<file path="src/common/issue_pkg.sv">
// --------------------
// issue stage package
// widths, unit and operation encodings shared by the stage
// --------------------
package issue_pkg;

  // --------------------
  // widths
  // --------------------
  localparam int unsigned XLEN       = 64;
  localparam int unsigned REG_ADDR_W = 5;
  localparam int unsigned NR_REGS    = 32;
  localparam int unsigned TRANS_ID_W = 3;

  typedef logic [REG_ADDR_W-1:0] reg_addr_t;
  typedef logic [XLEN-1:0]       xlen_t;
  typedef logic [TRANS_ID_W-1:0] trans_id_t;

  // unit needed by an instruction
  // also the clobber list entry, NONE means no pending writer
  typedef enum logic [3:0] {
    NONE      = 4'd0,
    LOAD      = 4'd1,
    STORE     = 4'd2,
    ALU       = 4'd3,
    CTRL_FLOW = 4'd4,
    MULT      = 4'd5,
    CSR       = 4'd6
  } fu_t;

  // operation code, only carried through to execute
  typedef enum logic [6:0] {
    // integer arithmetic and logic
    ADD, SUB, ADDW, SUBW,
    XORL, ORL, ANDL,
    SRA, SRL, SLL, SRAW, SRLW, SLLW,
    SLTS, SLTU,
    // branches and jumps
    EQ, NE, LTS, GES, LTU, GEU,
    JALR, BRANCH,
    // memory
    LD, SD, LW, LWU, SW, LH, LHU, SH, LB, LBU, SB,
    // multiply and divide
    MUL, MULH, MULHU, MULHSU, MULW,
    DIV, DIVU, DIVW, DIVUW,
    REM, REMU, REMW, REMUW,
    // csr access
    CSR_WRITE, CSR_READ, CSR_SET, CSR_CLEAR
  } fu_op_t;

endpackage

</file>
<file path="src/regfile/int_regfile.sv">
// --------------------
// integer register file
// 31 writable 64-bit registers, two async read ports, one write port
// --------------------
`timescale 1ns/1ps

module int_regfile
  import issue_pkg::*;
(
  input  logic      clk_i,
  input  logic      rst_ni,
  // read ports, combinational
  input  reg_addr_t raddr_a_i,
  input  reg_addr_t raddr_b_i,
  output xlen_t     rdata_a_o,
  output xlen_t     rdata_b_o,
  // commit write port
  input  logic      we_i,
  input  reg_addr_t waddr_i,
  input  xlen_t     wdata_i
);

  // x0 has no storage
  xlen_t mem_q [NR_REGS-1:1];

  always_ff @(posedge clk_i or negedge rst_ni) begin
    if (!rst_ni) begin
      for (int i = 1; i < NR_REGS; i++) begin
        mem_q[i] <= '0;
      end
    end else if (we_i && (waddr_i != '0)) begin
      // writes to x0 are dropped here
      mem_q[waddr_i] <= wdata_i;
    end
  end

  // read mux, address 0 is hardwired to zero
  assign rdata_a_o = (raddr_a_i == '0) ? '0 : mem_q[raddr_a_i];
  assign rdata_b_o = (raddr_b_i == '0) ? '0 : mem_q[raddr_b_i];

endmodule

</file>
<file path="src/design/operand_hazard_check.sv">
// --------------------
// operand hazard check
// raw/waw checks against the clobber list, unit busy and issue ack
// --------------------
`timescale 1ns/1ps

module operand_hazard_check
  import issue_pkg::*;
(
  input  logic                   issue_valid_i,
  input  fu_t                    instr_fu_i,
  input  reg_addr_t              instr_rs1_i,
  input  reg_addr_t              instr_rs2_i,
  input  reg_addr_t              instr_rd_i,
  input  logic                   instr_use_zimm_i,
  input  logic                   instr_ex_valid_i,
  // pending writer per register
  input  fu_t [NR_REGS-1:0]      rd_clobber_i,
  input  logic                   rs1_valid_i,
  input  logic                   rs2_valid_i,
  input  logic                   alu_ready_i,
  input  logic                   lsu_ready_i,
  // commit port, for the same-cycle waw bypass
  input  logic                   we_i,
  input  reg_addr_t              waddr_i,
  // multiplier issued in the previous cycle
  input  logic                   mult_pending_i,
  output logic                   forward_rs1_o,
  output logic                   forward_rs2_o,
  output logic                   issue_ack_o,
  output logic                   stall_issue_o
);

  fu_t  rs1_writer;
  fu_t  rs2_writer;
  fu_t  rd_writer;
  logic operand_stall;
  logic fu_busy;

  assign rs1_writer = rd_clobber_i[instr_rs1_i];
  assign rs2_writer = rd_clobber_i[instr_rs2_i];
  assign rd_writer  = rd_clobber_i[instr_rd_i];

  // only report a stall for a real instruction
  assign stall_issue_o = issue_valid_i & operand_stall;

  // busy flag of the unit this instruction needs
  always_comb begin : fu_busy_sel
    case (instr_fu_i)
      ALU, CTRL_FLOW, MULT, CSR: fu_busy = ~alu_ready_i;
      LOAD, STORE:               fu_busy = ~lsu_ready_i;
      default:                   fu_busy = 1'b0;
    endcase
  end

  // --------------------
  // raw check
  // --------------------
  // csr results only come back through the register file, never forwarded
  always_comb begin : raw_check
    operand_stall = 1'b0;
    forward_rs1_o = 1'b0;
    forward_rs2_o = 1'b0;
    // zimm in rs1 is an immediate, nothing to wait for
    if (!instr_use_zimm_i && (rs1_writer != NONE)) begin
      if (rs1_valid_i && (rs1_writer != CSR)) begin
        forward_rs1_o = 1'b1;
      end else begin
        operand_stall = 1'b1;
      end
    end
    if (rs2_writer != NONE) begin
      if (rs2_valid_i && (rs2_writer != CSR)) begin
        forward_rs2_o = 1'b1;
      end else begin
        operand_stall = 1'b1;
      end
    end
  end

  // --------------------
  // issue ack
  // --------------------
  always_comb begin : ack_logic
    issue_ack_o = 1'b0;
    if (issue_valid_i) begin
      // waw: rd free, or freed by the commit in this very cycle
      if (!operand_stall && !fu_busy) begin
        if ((rd_writer == NONE) || (we_i && (waddr_i == instr_rd_i))) begin
          issue_ack_o = 1'b1;
        end
      end
      // exceptions and no-unit instructions need no operands and no unit
      if (instr_ex_valid_i || (instr_fu_i == NONE)) begin
        issue_ack_o = 1'b1;
      end
    end
    // result bus of the fixed latency group is taken by the multiplier next cycle
    if (mult_pending_i && (instr_fu_i inside {ALU, CTRL_FLOW, CSR})) begin
      issue_ack_o = 1'b0;
    end
  end

endmodule

</file>
<file path="src/design/operand_select.sv">
// --------------------
// operand select
// next-cycle operand a and operand b multiplexers
// --------------------
`timescale 1ns/1ps

module operand_select
  import issue_pkg::*;
(
  // register file read data
  input  xlen_t     rdata_a_i,
  input  xlen_t     rdata_b_i,
  // forwarded results from the scoreboard
  input  xlen_t     rs1_fwd_i,
  input  xlen_t     rs2_fwd_i,
  input  logic      forward_rs1_i,
  input  logic      forward_rs2_i,
  // instruction fields
  input  fu_t       instr_fu_i,
  input  reg_addr_t instr_rs1_i,
  input  xlen_t     instr_imm_i,
  input  xlen_t     instr_pc_i,
  input  logic      instr_use_imm_i,
  input  logic      instr_use_pc_i,
  input  logic      instr_use_zimm_i,
  output xlen_t     operand_a_o,
  output xlen_t     operand_b_o
);

  logic imm_as_b;

  // stores keep rs2 as data, branches compare rs1/rs2 and take imm separately
  assign imm_as_b = instr_use_imm_i && (instr_fu_i != STORE) && (instr_fu_i != CTRL_FLOW);

  // --------------------
  // operand a
  // --------------------
  // later assignments win: zimm over pc over forward over regfile
  always_comb begin : op_a_mux
    operand_a_o = rdata_a_i;
    if (forward_rs1_i) begin
      operand_a_o = rs1_fwd_i;
    end
    if (instr_use_pc_i) begin
      operand_a_o = instr_pc_i;
    end
    if (instr_use_zimm_i) begin
      // csr immediate sits in the rs1 field, zero extended
      operand_a_o = {{(XLEN - REG_ADDR_W){1'b0}}, instr_rs1_i};
    end
  end

  // --------------------
  // operand b
  // --------------------
  always_comb begin : op_b_mux
    operand_b_o = rdata_b_i;
    if (forward_rs2_i) begin
      operand_b_o = rs2_fwd_i;
    end
    if (imm_as_b) begin
      operand_b_o = instr_imm_i;
    end
  end

endmodule

</file>
<file path="src/design/issue_dispatch_regs.sv">
// --------------------
// issue to execute registers
// operand and field registers plus one-cycle unit valids
// --------------------
`timescale 1ns/1ps

module issue_dispatch_regs
  import issue_pkg::*;
(
  input  logic      clk_i,
  input  logic      rst_ni,
  input  logic      flush_i,
  // handshake edge: valid and ack
  input  logic      issue_fire_i,
  input  logic      instr_ex_valid_i,
  input  fu_t       instr_fu_i,
  input  fu_op_t    instr_op_i,
  input  trans_id_t instr_trans_id_i,
  input  xlen_t     instr_imm_i,
  input  xlen_t     instr_pc_i,
  input  xlen_t     operand_a_i,
  input  xlen_t     operand_b_i,
  // execute side
  output xlen_t     operand_a_o,
  output xlen_t     operand_b_o,
  output xlen_t     imm_o,
  output fu_t       fu_o,
  output fu_op_t    operation_o,
  output trans_id_t trans_id_o,
  output xlen_t     pc_o,
  output logic      alu_valid_o,
  output logic      branch_valid_o,
  output logic      lsu_valid_o,
  output logic      mult_valid_o,
  output logic      csr_valid_o
);

  logic dispatch;

  // exceptions pass through the scoreboard without starting a unit
  assign dispatch = issue_fire_i && !instr_ex_valid_i && !flush_i;

  // --------------------
  // unit valids
  // --------------------
  always_ff @(posedge clk_i or negedge rst_ni) begin
    if (!rst_ni) begin
      alu_valid_o    <= 1'b0;
      branch_valid_o <= 1'b0;
      lsu_valid_o    <= 1'b0;
      mult_valid_o   <= 1'b0;
      csr_valid_o    <= 1'b0;
    end else begin
      // pulse for one cycle, fu NONE raises nothing
      alu_valid_o    <= dispatch && (instr_fu_i == ALU);
      branch_valid_o <= dispatch && (instr_fu_i == CTRL_FLOW);
      lsu_valid_o    <= dispatch && (instr_fu_i inside {LOAD, STORE});
      mult_valid_o   <= dispatch && (instr_fu_i == MULT);
      csr_valid_o    <= dispatch && (instr_fu_i == CSR);
    end
  end

  // --------------------
  // payload, loaded every cycle
  // --------------------
  always_ff @(posedge clk_i or negedge rst_ni) begin
    if (!rst_ni) begin
      operand_a_o <= '0;
      operand_b_o <= '0;
      imm_o       <= '0;
      fu_o        <= NONE;
      operation_o <= ADD;
      trans_id_o  <= '0;
      pc_o        <= '0;
    end else begin
      operand_a_o <= operand_a_i;
      operand_b_o <= operand_b_i;
      imm_o       <= instr_imm_i;
      fu_o        <= instr_fu_i;
      operation_o <= instr_op_i;
      trans_id_o  <= instr_trans_id_i;
      pc_o        <= instr_pc_i;
    end
  end

  // --------------------
  // assertions
  // --------------------
  a_one_unit: assert property (@(posedge clk_i) disable iff (!rst_ni)
    $onehot0({alu_valid_o, branch_valid_o, lsu_valid_o, mult_valid_o, csr_valid_o}))
    else $error("more than one unit valid at once");

  // branch unit compares both operands, they must be resolved
  a_branch_ops_known: assert property (@(posedge clk_i) disable iff (!rst_ni)
    branch_valid_o |-> (!$isunknown(operand_a_o) && !$isunknown(operand_b_o)))
    else $error("unknown operand on a branch dispatch");

endmodule

</file>
<file path="src/design/issue_read_operands.sv">
// --------------------
// issue and operand read stage
// hazard check, register read, operand select and execute hand-off
// --------------------
`timescale 1ns/1ps

module issue_read_operands
  import issue_pkg::*;
(
  input  logic              clk_i,
  input  logic              rst_ni,
  input  logic              flush_i,
  // issue side
  input  logic              issue_valid_i,
  input  fu_t               instr_fu_i,
  input  fu_op_t            instr_op_i,
  input  reg_addr_t         instr_rs1_i,
  input  reg_addr_t         instr_rs2_i,
  input  reg_addr_t         instr_rd_i,
  input  xlen_t             instr_imm_i,
  input  xlen_t             instr_pc_i,
  input  trans_id_t         instr_trans_id_i,
  input  logic              instr_use_imm_i,
  input  logic              instr_use_pc_i,
  input  logic              instr_use_zimm_i,
  input  logic              instr_ex_valid_i,
  output logic              issue_ack_o,
  // scoreboard side
  output reg_addr_t         rs1_o,
  input  xlen_t             rs1_i,
  input  logic              rs1_valid_i,
  output reg_addr_t         rs2_o,
  input  xlen_t             rs2_i,
  input  logic              rs2_valid_i,
  input  fu_t [NR_REGS-1:0] rd_clobber_i,
  // commit side
  input  logic              we_i,
  input  reg_addr_t         waddr_i,
  input  xlen_t             wdata_i,
  // execute side
  input  logic              alu_ready_i,
  input  logic              lsu_ready_i,
  output xlen_t             operand_a_o,
  output xlen_t             operand_b_o,
  output xlen_t             imm_o,
  output fu_t               fu_o,
  output fu_op_t            operation_o,
  output trans_id_t         trans_id_o,
  output xlen_t             pc_o,
  output logic              alu_valid_o,
  output logic              branch_valid_o,
  output logic              lsu_valid_o,
  output logic              mult_valid_o,
  output logic              csr_valid_o,
  output xlen_t             rs1_forwarding_o,
  output xlen_t             rs2_forwarding_o,
  output logic              stall_issue_o
);

  xlen_t rdata_a;
  xlen_t rdata_b;
  xlen_t operand_a_n;
  xlen_t operand_b_n;
  logic  forward_rs1;
  logic  forward_rs2;
  logic  issue_fire;

  // scoreboard is polled with the source addresses
  assign rs1_o = instr_rs1_i;
  assign rs2_o = instr_rs2_i;

  assign issue_fire = issue_valid_i & issue_ack_o;

  // unregistered operands go out for early consumers
  assign rs1_forwarding_o = operand_a_n;
  assign rs2_forwarding_o = operand_b_n;

  int_regfile i_int_regfile (
    .clk_i     (clk_i),
    .rst_ni    (rst_ni),
    .raddr_a_i (instr_rs1_i),
    .raddr_b_i (instr_rs2_i),
    .rdata_a_o (rdata_a),
    .rdata_b_o (rdata_b),
    .we_i      (we_i),
    .waddr_i   (waddr_i),
    .wdata_i   (wdata_i)
  );

  // multiplier valid register feeds back for the contention rule
  operand_hazard_check i_operand_hazard_check (
    .issue_valid_i    (issue_valid_i),
    .instr_fu_i       (instr_fu_i),
    .instr_rs1_i      (instr_rs1_i),
    .instr_rs2_i      (instr_rs2_i),
    .instr_rd_i       (instr_rd_i),
    .instr_use_zimm_i (instr_use_zimm_i),
    .instr_ex_valid_i (instr_ex_valid_i),
    .rd_clobber_i     (rd_clobber_i),
    .rs1_valid_i      (rs1_valid_i),
    .rs2_valid_i      (rs2_valid_i),
    .alu_ready_i      (alu_ready_i),
    .lsu_ready_i      (lsu_ready_i),
    .we_i             (we_i),
    .waddr_i          (waddr_i),
    .mult_pending_i   (mult_valid_o),
    .forward_rs1_o    (forward_rs1),
    .forward_rs2_o    (forward_rs2),
    .issue_ack_o      (issue_ack_o),
    .stall_issue_o    (stall_issue_o)
  );

  operand_select i_operand_select (
    .rdata_a_i        (rdata_a),
    .rdata_b_i        (rdata_b),
    .rs1_fwd_i        (rs1_i),
    .rs2_fwd_i        (rs2_i),
    .forward_rs1_i    (forward_rs1),
    .forward_rs2_i    (forward_rs2),
    .instr_fu_i       (instr_fu_i),
    .instr_rs1_i      (instr_rs1_i),
    .instr_imm_i      (instr_imm_i),
    .instr_pc_i       (instr_pc_i),
    .instr_use_imm_i  (instr_use_imm_i),
    .instr_use_pc_i   (instr_use_pc_i),
    .instr_use_zimm_i (instr_use_zimm_i),
    .operand_a_o      (operand_a_n),
    .operand_b_o      (operand_b_n)
  );

  issue_dispatch_regs i_issue_dispatch_regs (
    .clk_i            (clk_i),
    .rst_ni           (rst_ni),
    .flush_i          (flush_i),
    .issue_fire_i     (issue_fire),
    .instr_ex_valid_i (instr_ex_valid_i),
    .instr_fu_i       (instr_fu_i),
    .instr_op_i       (instr_op_i),
    .instr_trans_id_i (instr_trans_id_i),
    .instr_imm_i      (instr_imm_i),
    .instr_pc_i       (instr_pc_i),
    .operand_a_i      (operand_a_n),
    .operand_b_i      (operand_b_n),
    .operand_a_o      (operand_a_o),
    .operand_b_o      (operand_b_o),
    .imm_o            (imm_o),
    .fu_o             (fu_o),
    .operation_o      (operation_o),
    .trans_id_o       (trans_id_o),
    .pc_o             (pc_o),
    .alu_valid_o      (alu_valid_o),
    .branch_valid_o   (branch_valid_o),
    .lsu_valid_o      (lsu_valid_o),
    .mult_valid_o     (mult_valid_o),
    .csr_valid_o      (csr_valid_o)
  );

endmodule

</file>
<file path="config.mk">
export PLATFORM = sky130hd
export DESIGN_NAME = issue_read_operands
export DESIGN_NICKNAME = d
export VERILOG_FILES = /design/src/common/issue_pkg.sv /design/src/regfile/int_regfile.sv /design/src/design/operand_hazard_check.sv /design/src/design/operand_select.sv /design/src/design/issue_dispatch_regs.sv /design/src/design/issue_read_operands.sv
export SDC_FILE = /design/constraint.sdc
export NUM_CORES = 2
export LEC_CHECK = 0
export CELL_PAD_IN_SITES_DETAIL_PLACEMENT = 0
export CELL_PAD_IN_SITES_GLOBAL_PLACEMENT = 1
export CORE_MARGIN = 5
export CORE_UTILIZATION = 50
export DETAILED_ROUTE_END_ITERATION = 10
export DONT_BUFFER_PORTS = 1
export PLACE_DENSITY_LB_ADDON = 0.1
export SLEW_MARGIN = 20
export SYNTH_ARGS = -nofsm -noshare
export SYNTH_HDL_FRONTEND = slang
export SYNTH_HIERARCHICAL = 1
export SYNTH_SLANG_ARGS = --single-unit
</file>
<file path="constraint.sdc">
create_clock -name clk_i -period 12.8 [get_ports clk_i]
set_input_delay 2.56 -clock clk_i [delete_from_list [all_inputs] [get_ports clk_i]]
set_output_delay 2.56 -clock clk_i [all_outputs]
set_load 0.01 [all_outputs]
</file>
==> Yosys cells after proc, flatten, opt, wreduce, memory -nomap -nowiden <==
Cells that the tools add are included.
{ "word_totals": {"latch_bits": 0, "ram_bits": 0, "inputBits": 495, "register_bits": 2259, "wordCells": 132, "out_inout_bits": 415, "mem_count": 0, "romBits": 0} }
{ "classes": {"n_reduce_logical": 35, "eq_ne": 11, "n_div": 0, "bitwise": 4, "add_sub_neg": 0, "n_shift": 0, "mul": 0, "n_lt_le_gt_ge": 5, "mux": 34} }
{ "op_table": {"columns": ["operator", "n"], "rows": [
  ["bitwise mux 1984 bit", 1],
  ["binary-select mux 64 bit (select 5 bit)", 2],
  ["two-way mux 64 bit", 10],
  ["demux 64 bit (select 5 bit)", 1],
  ["binary-select mux 4 bit (select 5 bit)", 3],
  ["< comparator 5 x 6 -> 1 bit, second input constant", 4],
  ["logical AND 1 bit", 17],
  ["two-way mux 1 bit", 13],
  ["== test 4 x 3 -> 1 bit, second input constant", 3],
  ["two-way mux 4 bit", 3],
  ["!= test 4 x 3 -> 1 bit, second input constant", 3],
  ["logical NOT 5 bit", 2],
  ["== test 4 x 2 -> 1 bit, second input constant", 2],
  ["logical NOT 4 bit", 2],
  ["nonzero test 4 bit", 2],
  ["== test 5 bit", 1],
  [">= comparator 5 x 1 -> 1 bit, second input constant", 1],
  ["logical NOT 1 bit", 5],
  ["nonzero test 5 bit", 1],
  ["== test 4 x 1 -> 1 bit, second input constant", 1],
  ["!= test 4 x 2 -> 1 bit, second input constant", 1],
  ["OR reduction 4 bit", 1],
  ["nonzero test 3 bit", 1],
  ["bitwise AND 1 bit", 2],
  ["other kinds (5)", 7]
]} }

==> Longest topological paths before layout <==
{ "logic_depth": {"word_depth": 18, "ltp_mapped": 13} }

==> Hierarchy <==
Netlist, hierarchy kept.
{ "modules_own_cells": {"columns": ["mod", "cells_each", "n_inst", "area_each_um2"], "rows": [
  ["int_regfile", 7429, 1, 106632.3],
  ["issue_dispatch_regs", 285, 1, 6952.9],
  ["operand_select", 362, 1, 3293.2],
  ["operand_hazard_check", 272, 1, 2598.7],
  ["issue_read_operands", 11, 1, 81.3]
]} }

==> Worst setup path before layout <==
No wires, ideal clock.
{ "synth_timing": {"path_type": "input to output", "from": "in instr_rs2_i[1]", "to": "out rs2_forwarding_o[10]", "arrival_time_ns": 5.676, "setup_slack_ns": 4.564, "cell_stages": 11, "n_path_buf": 4, "cell_sequence": "buf_2 > buf_4 > mux4_2 > mux4_2 > mux2i_1 > xnor2_1 > a21oi_1 > buf_2 > clkbuf_1 > mux2_2 > mux2_1"} }
{ "synth_via": {"elab_chain_cells": 8} }
{ "synth_rtl": {"columns": ["element", "line_no", "source"], "rows": [
  ["start, declared", "issue_read_operands.sv:18", "input reg_addr_t instr_rs2_i,"],
  ["binary-select mux 4 bit (select 5 bit) (*)", "operand_hazard_check.sv:41", "assign rs2_writer = rd_clobber_i[instr_rs2_i];"],
  ["two-way mux 4 bit (not written as such) (*)", "operand_hazard_check.sv:41", null],
  ["!= test 4 x 3 -> 1 bit", "operand_hazard_check.sv:73", "if (rs2_valid_i && (rs2_writer != CSR)) begin"],
  ["logical AND 1 bit", "operand_hazard_check.sv:73", null],
  ["two-way mux 1 bit", "operand_hazard_check.sv:73", null],
  ["two-way mux 1 bit (*)", "operand_hazard_check.sv:72", "if (rs2_writer != NONE) begin"],
  ["named net forward_rs2", "issue_read_operands.sv:65", "logic forward_rs2;"],
  ["two-way mux 64 bit (*)", "operand_select.sv:58", "if (forward_rs2_i) begin"],
  ["two-way mux 64 bit (*)", "operand_select.sv:61", "if (imm_as_b) begin"],
  ["end, declared", "issue_read_operands.sv:56", "output xlen_t rs2_forwarding_o,"]
]} }
Mark *: on every way through the listed nets, which the timed path passes. The rest lies on a longest branch. The select of a mux whose other input is x is not followed.

==> Final worst setup path <==
{ "layout_timing": {"from": "in instr_rs2_i[0]", "to": "out rs2_forwarding_o[8]"} }
{ "layout_rtl": {"columns": ["element", "line_no", "source"], "rows": [
  ["binary-select mux 64 bit (select 5 bit)", "int_regfile.sv:39", "assign rdata_b_o = (raddr_b_i == '0) ? '0 : mem_q[raddr_b_i];"],
  ["two-way mux 64 bit (not written as such)", "int_regfile.sv:39", null],
  ["two-way mux 64 bit (*)", "int_regfile.sv:39", null],
  ["named net rdata_b[8]", "issue_read_operands.sv:61", "xlen_t rdata_b;"],
  ["two-way mux 64 bit (*)", "operand_select.sv:58", null],
  ["two-way mux 64 bit (*)", "operand_select.sv:61", null]
]} }
Marked as above.

==> summary.md <==
| Metric | Value |
|---|---|
| Dpl cells | 10800 |
| WHS Path Cells | 1 |
| Actual slew at the worst max-slew pin | 1.85 ns |
| Worst hold path startpoint | i_int_regfile/mem_q[1725] |
| Post-route DRC | 0 |
| Comb pwr share | 18.5% |
| Total number of vias | 76700 |
| R2R Path End | i_issue_dispatch_regs/operand_a_o[0] |
| Critical Path AT | 7.09 ns |
| Leak | 56.7 nW |
| Synth Register Bits | 2259 |
| Cell Int Power | 15.5 mW |
| Initial antenna violation count | 48 |
| Post-synth ARST share | 100% |
| First-pass GRT wire length | 599000 µm |
| Drt wl/cell | 36.9 µm |
| Outcome | finished with violations |
| Crit Path Max Fanout | 105 |
| CTS Buf Count | 275 |
| Pwr Density | 161 nW/µm² |
| Drt via density | 6.82 |
| Die area | 249000 µm² |
| Core Region | 238000 µm² |
| Critical Path End Type | primary output |
| Crit path required time | 10.24 ns |
| TNS Setup | 0 ns |
| Area grow syn2layout | 9.12% |
| RSZ-0062 raised after global routing | false |
| I/O pin total | 910 |
| Period minus WS final | 9.65 ns |
| Share of power burned in registers | 44.7% |
| H-tree depth | 5 |
| Total gr overflow | 0 |
| Hold Buf Count CTS | 0 |
| Synth warnings | 6 |
| Max Slew Vio Count | 143 |
| CTS tree | done |
| Post-Syn Area per Cell | 14.3 µm² |
| Die X | 499 µm |
| Fmax | 104 MHz |
| Origin of the critical flop-to-flop path | i_int_regfile/mem_q[1088] |
| Synth Net Count | 8854 |
| Worst setup path class | in -> out |
| PortBufs | 0 |
| Post-route non-filler standard cell count | 11300 |
| Hold violation count in the final report | 0 |
| Antenna viol nets, final | 0 |
| Main synth FF type | dfrtp_1 |
| Setup Skew | 0.0488 ns |
| Vias in the first global route | 79400 |
| Post_cts resized | 0 |
| Final Cycle Share | 75.4% |
| Final Wtd Congestion | 0.930 |
| GRT Resource Usage Total | 32.9% |
| Post-DP HPWL | 227000 µm |
| Total power | 21.0 mW |
| Relative slew slack | -23.3% |
| Num rows | 179 |
| Share of post-route cells with drive strength above 1 | 44.0% |
| CTS root buffer | clkbuf_16 |
| Final setup violating endpoints | 0 |
| Sw Pwr | 5.55 mW |
| Sequential area share after synthesis | 47.3% |
| Failing checks | max-slew violations |
| # clock sinks | 2259 |
| Worst min-delay path class | reg -> reg |
| Pre-Repair DR Iteration Count | 5 |
| 1st-iter DRT viols | 6988 |
| Total of max-cap violations | 0 |
| Nets@finish | 8382 |
| Mapped Area | 120000 µm² |
| Hold path endpoint | i_int_regfile/mem_q[1725] |
| Die Y | 499 µm |
| Reg2Reg Setup Slack | 9.86 ns |
| WL final | 415000 µm |
| Clk_lat worst skew | 0.94 ns |
| Startpoint types | primary input |
| Clock share of power | 36.8% |
| CTS Buffer Depth | 4 |
| Post-synth EDFFs | 0 |
| Post-CTS Setup Bufs | 0 |
| Switch share | 26.4% |
| Initial core utilization | 50.3% |
| Largest net degree at the start of global routing | 527 |
| Yosys cell types | 66 |
| Post-Synthesis Cells | 8359 |
| Clock Pin Slew Worst Setup and Hold Paths | 0.05 ns |
| Worst vdd ir | 150 µV |
| R2R cell count | 7 |
| Filler Cell Count | 19500 |
[cells in the mapped netlist (5+ instances only)]
| cell type | number | area, µm² |
|---|---|---|
| a211oi_1 | 17 | 128 |
| a21oi_1 | 82 | 410 |
| a221oi_1 | 118 | 1030 |
| a22o_1 | 11 | 96.3 |
| a22oi_1 | 88 | 661 |
| a31oi_1 | 69 | 432 |
| and2_1 | 5 | 31.3 |
| buf_1 | 52 | 195 |
| buf_2 | 278 | 1390 |
| buf_4 | 66 | 495 |
| buf_6 | 12 | 135 |
| clkbuf_1 | 456 | 1710 |
| dfrtp_1 | 2259 | 56500 |
| inv_1 | 9 | 33.8 |
| mux2_1 | 187 | 2110 |
| mux2_2 | 2193 | 24700 |
| mux2i_1 | 584 | 5850 |
| mux4_1 | 9 | 236 |
| mux4_2 | 782 | 17600 |
| nand2_1 | 245 | 920 |
| nand2b_1 | 13 | 81.3 |
| nand3_1 | 7 | 35.0 |
| nand3b_1 | 5 | 37.5 |
| nand4_1 | 25 | 156 |
| nor2_1 | 200 | 751 |
| nor2_2 | 7 | 43.8 |
| nor2b_1 | 137 | 857 |
| nor3_1 | 99 | 495 |
| nor4_1 | 28 | 175 |
| o211ai_1 | 74 | 556 |
| o21ai_0 | 112 | 561 |
| o221ai_1 | 24 | 210 |
| o32a_1 | 24 | 240 |
| or3_1 | 24 | 150 |
| xnor2_1 | 5 | 43.8 |
[state kept, by name, summed over array words and instances (netlist names), 3 cells and up]
name / count
i_int_regfile/mem_q: 1984
i_issue_dispatch_regs/imm_o: 64
i_issue_dispatch_regs/trans_id_o: 3
i_issue_dispatch_regs/pc_o: 64
i_issue_dispatch_regs/fu_o: 4
i_issue_dispatch_regs/operand_a_o: 64
i_issue_dispatch_regs/operand_b_o: 64
i_issue_dispatch_regs/operation_o: 7
[cell type report]
type	count	area (µm²)	area share [%]
antenna	19	47.5	0.0364
tap	3167	3960	3.04
timing repair buffer	116	1650	1.27
multi-input combinational	5225	59400	45.5
sequential	2259	56500	43.3
inverter	10	37.5	0.0288
clock inverter	51	626	0.480
clock buffer	404	8190	6.28
[worst max-delay path: stages]
cell and delay [ns]:
buf_16 0.31, buf_16 0.37, nor2b_4 0.90, buf_12 0.49
a221oi_1 0.17, nor3_1 0.18, a31oi_1 0.06, o21ai_0 1.05
mux2_2 0.31, mux2_2 0.19
[cell families (layout without fill, tap and decap cells)]
logic type,Yosys count,after routing,share of synthesized area (%)
and+or+nand+nor,808,808,3.22
other,0,19,0
buffers and inverters,875,581,3.32
muxes,3755,3755,42.2
xor gates and xnor gates,9,9,0.0659
DFF,2259,2259,47.3
AOI/OAI and AO/OA,653,653,3.88
[layer usage]
metal	track usage [%]	share of wire [%]
met1	45.0	41
met2	52.6	47
met4	11.5	3.8
met3	6.83	7.6
met5	0	0.016
[cells in the final DEF (no fill, tap or decap), types with 15 or more instances in the layout]
master,synthesis,layout
clkinv_2,0,31
buf_16,0,34
dfrtp_1,2259,2259
nor2b_1,137,127
o32a_1,24,24
clkbuf_16,0,283
nand2_1,245,231
clkbuf_1,456,56
nor2_1,200,192
clkbuf_8,0,65
o211ai_1,74,74
a22oi_1,88,88
nor4_1,28,28
o221ai_1,24,24
mux2i_1,584,584
mux2_1,187,187
diode_2,0,19
mux2_2,2193,2193
o21ai_0,112,111
nor2_4,0,15
a31oi_1,69,69
a211oi_1,17,17
nand4_1,25,25
a21oi_1,82,80
nor3_1,99,99
mux4_2,782,782
buf_4,66,74
or3_1,24,22
a221oi_1,118,118
[worst max path at each step]
stage	from	end	slack [ns]	cells after the start
3_3_place_gp	instr_rs2_i[0]	rs2_forwarding_o[63]	3.69	7
4_1_cts	instr_rs2_i[0]	rs2_forwarding_o[19]	3.26	9
6_report	instr_rs2_i[0]	rs2_forwarding_o[8]	3.15	10
2_1_floorplan	instr_rs2_i[1]	rs2_forwarding_o[10]	4.56	11
5_1_grt	instr_rs2_i[0]	rs2_forwarding_o[36]	3.11	9
3_5_place_dp	instr_rs2_i[0]	rs2_forwarding_o[19]	3.27	9
[power groups by stage]
stage / clock network [mW] / logic [mW] / registers, mW
4_1_cts: 7.87 / 3.80 / 9.38
3_5_place_dp: 0 / 3.79 / 9.50
5_1_grt: 8.15 / 4.18 / 9.56
6_report: 7.73 / 3.88 / 9.40
3_3_place_gp: 0 / 3.65 / 9.42
2_1_floorplan: 0 / 3.16 / 9.17
[metrics by stage]
step | setup slack [ns] | instance area [µm²] | utilization, % | hold WS (ns)
after global routing | 3.11 | 130000 | 54.8 | 0.520
final | 3.15 | 130000 | 54.8 | 0.505
after floorplan | 4.56 | 120000 | - | 0.470
after CTS | 3.26 | 130000 | 54.7 | 0.504
after detailed placement | 3.27 | 121000 | 51.0 | 0.491
after global placement | 3.69 | 121000 | 50.8 | 0.480
Note: power is estimated with default switching activity, not from simulation.
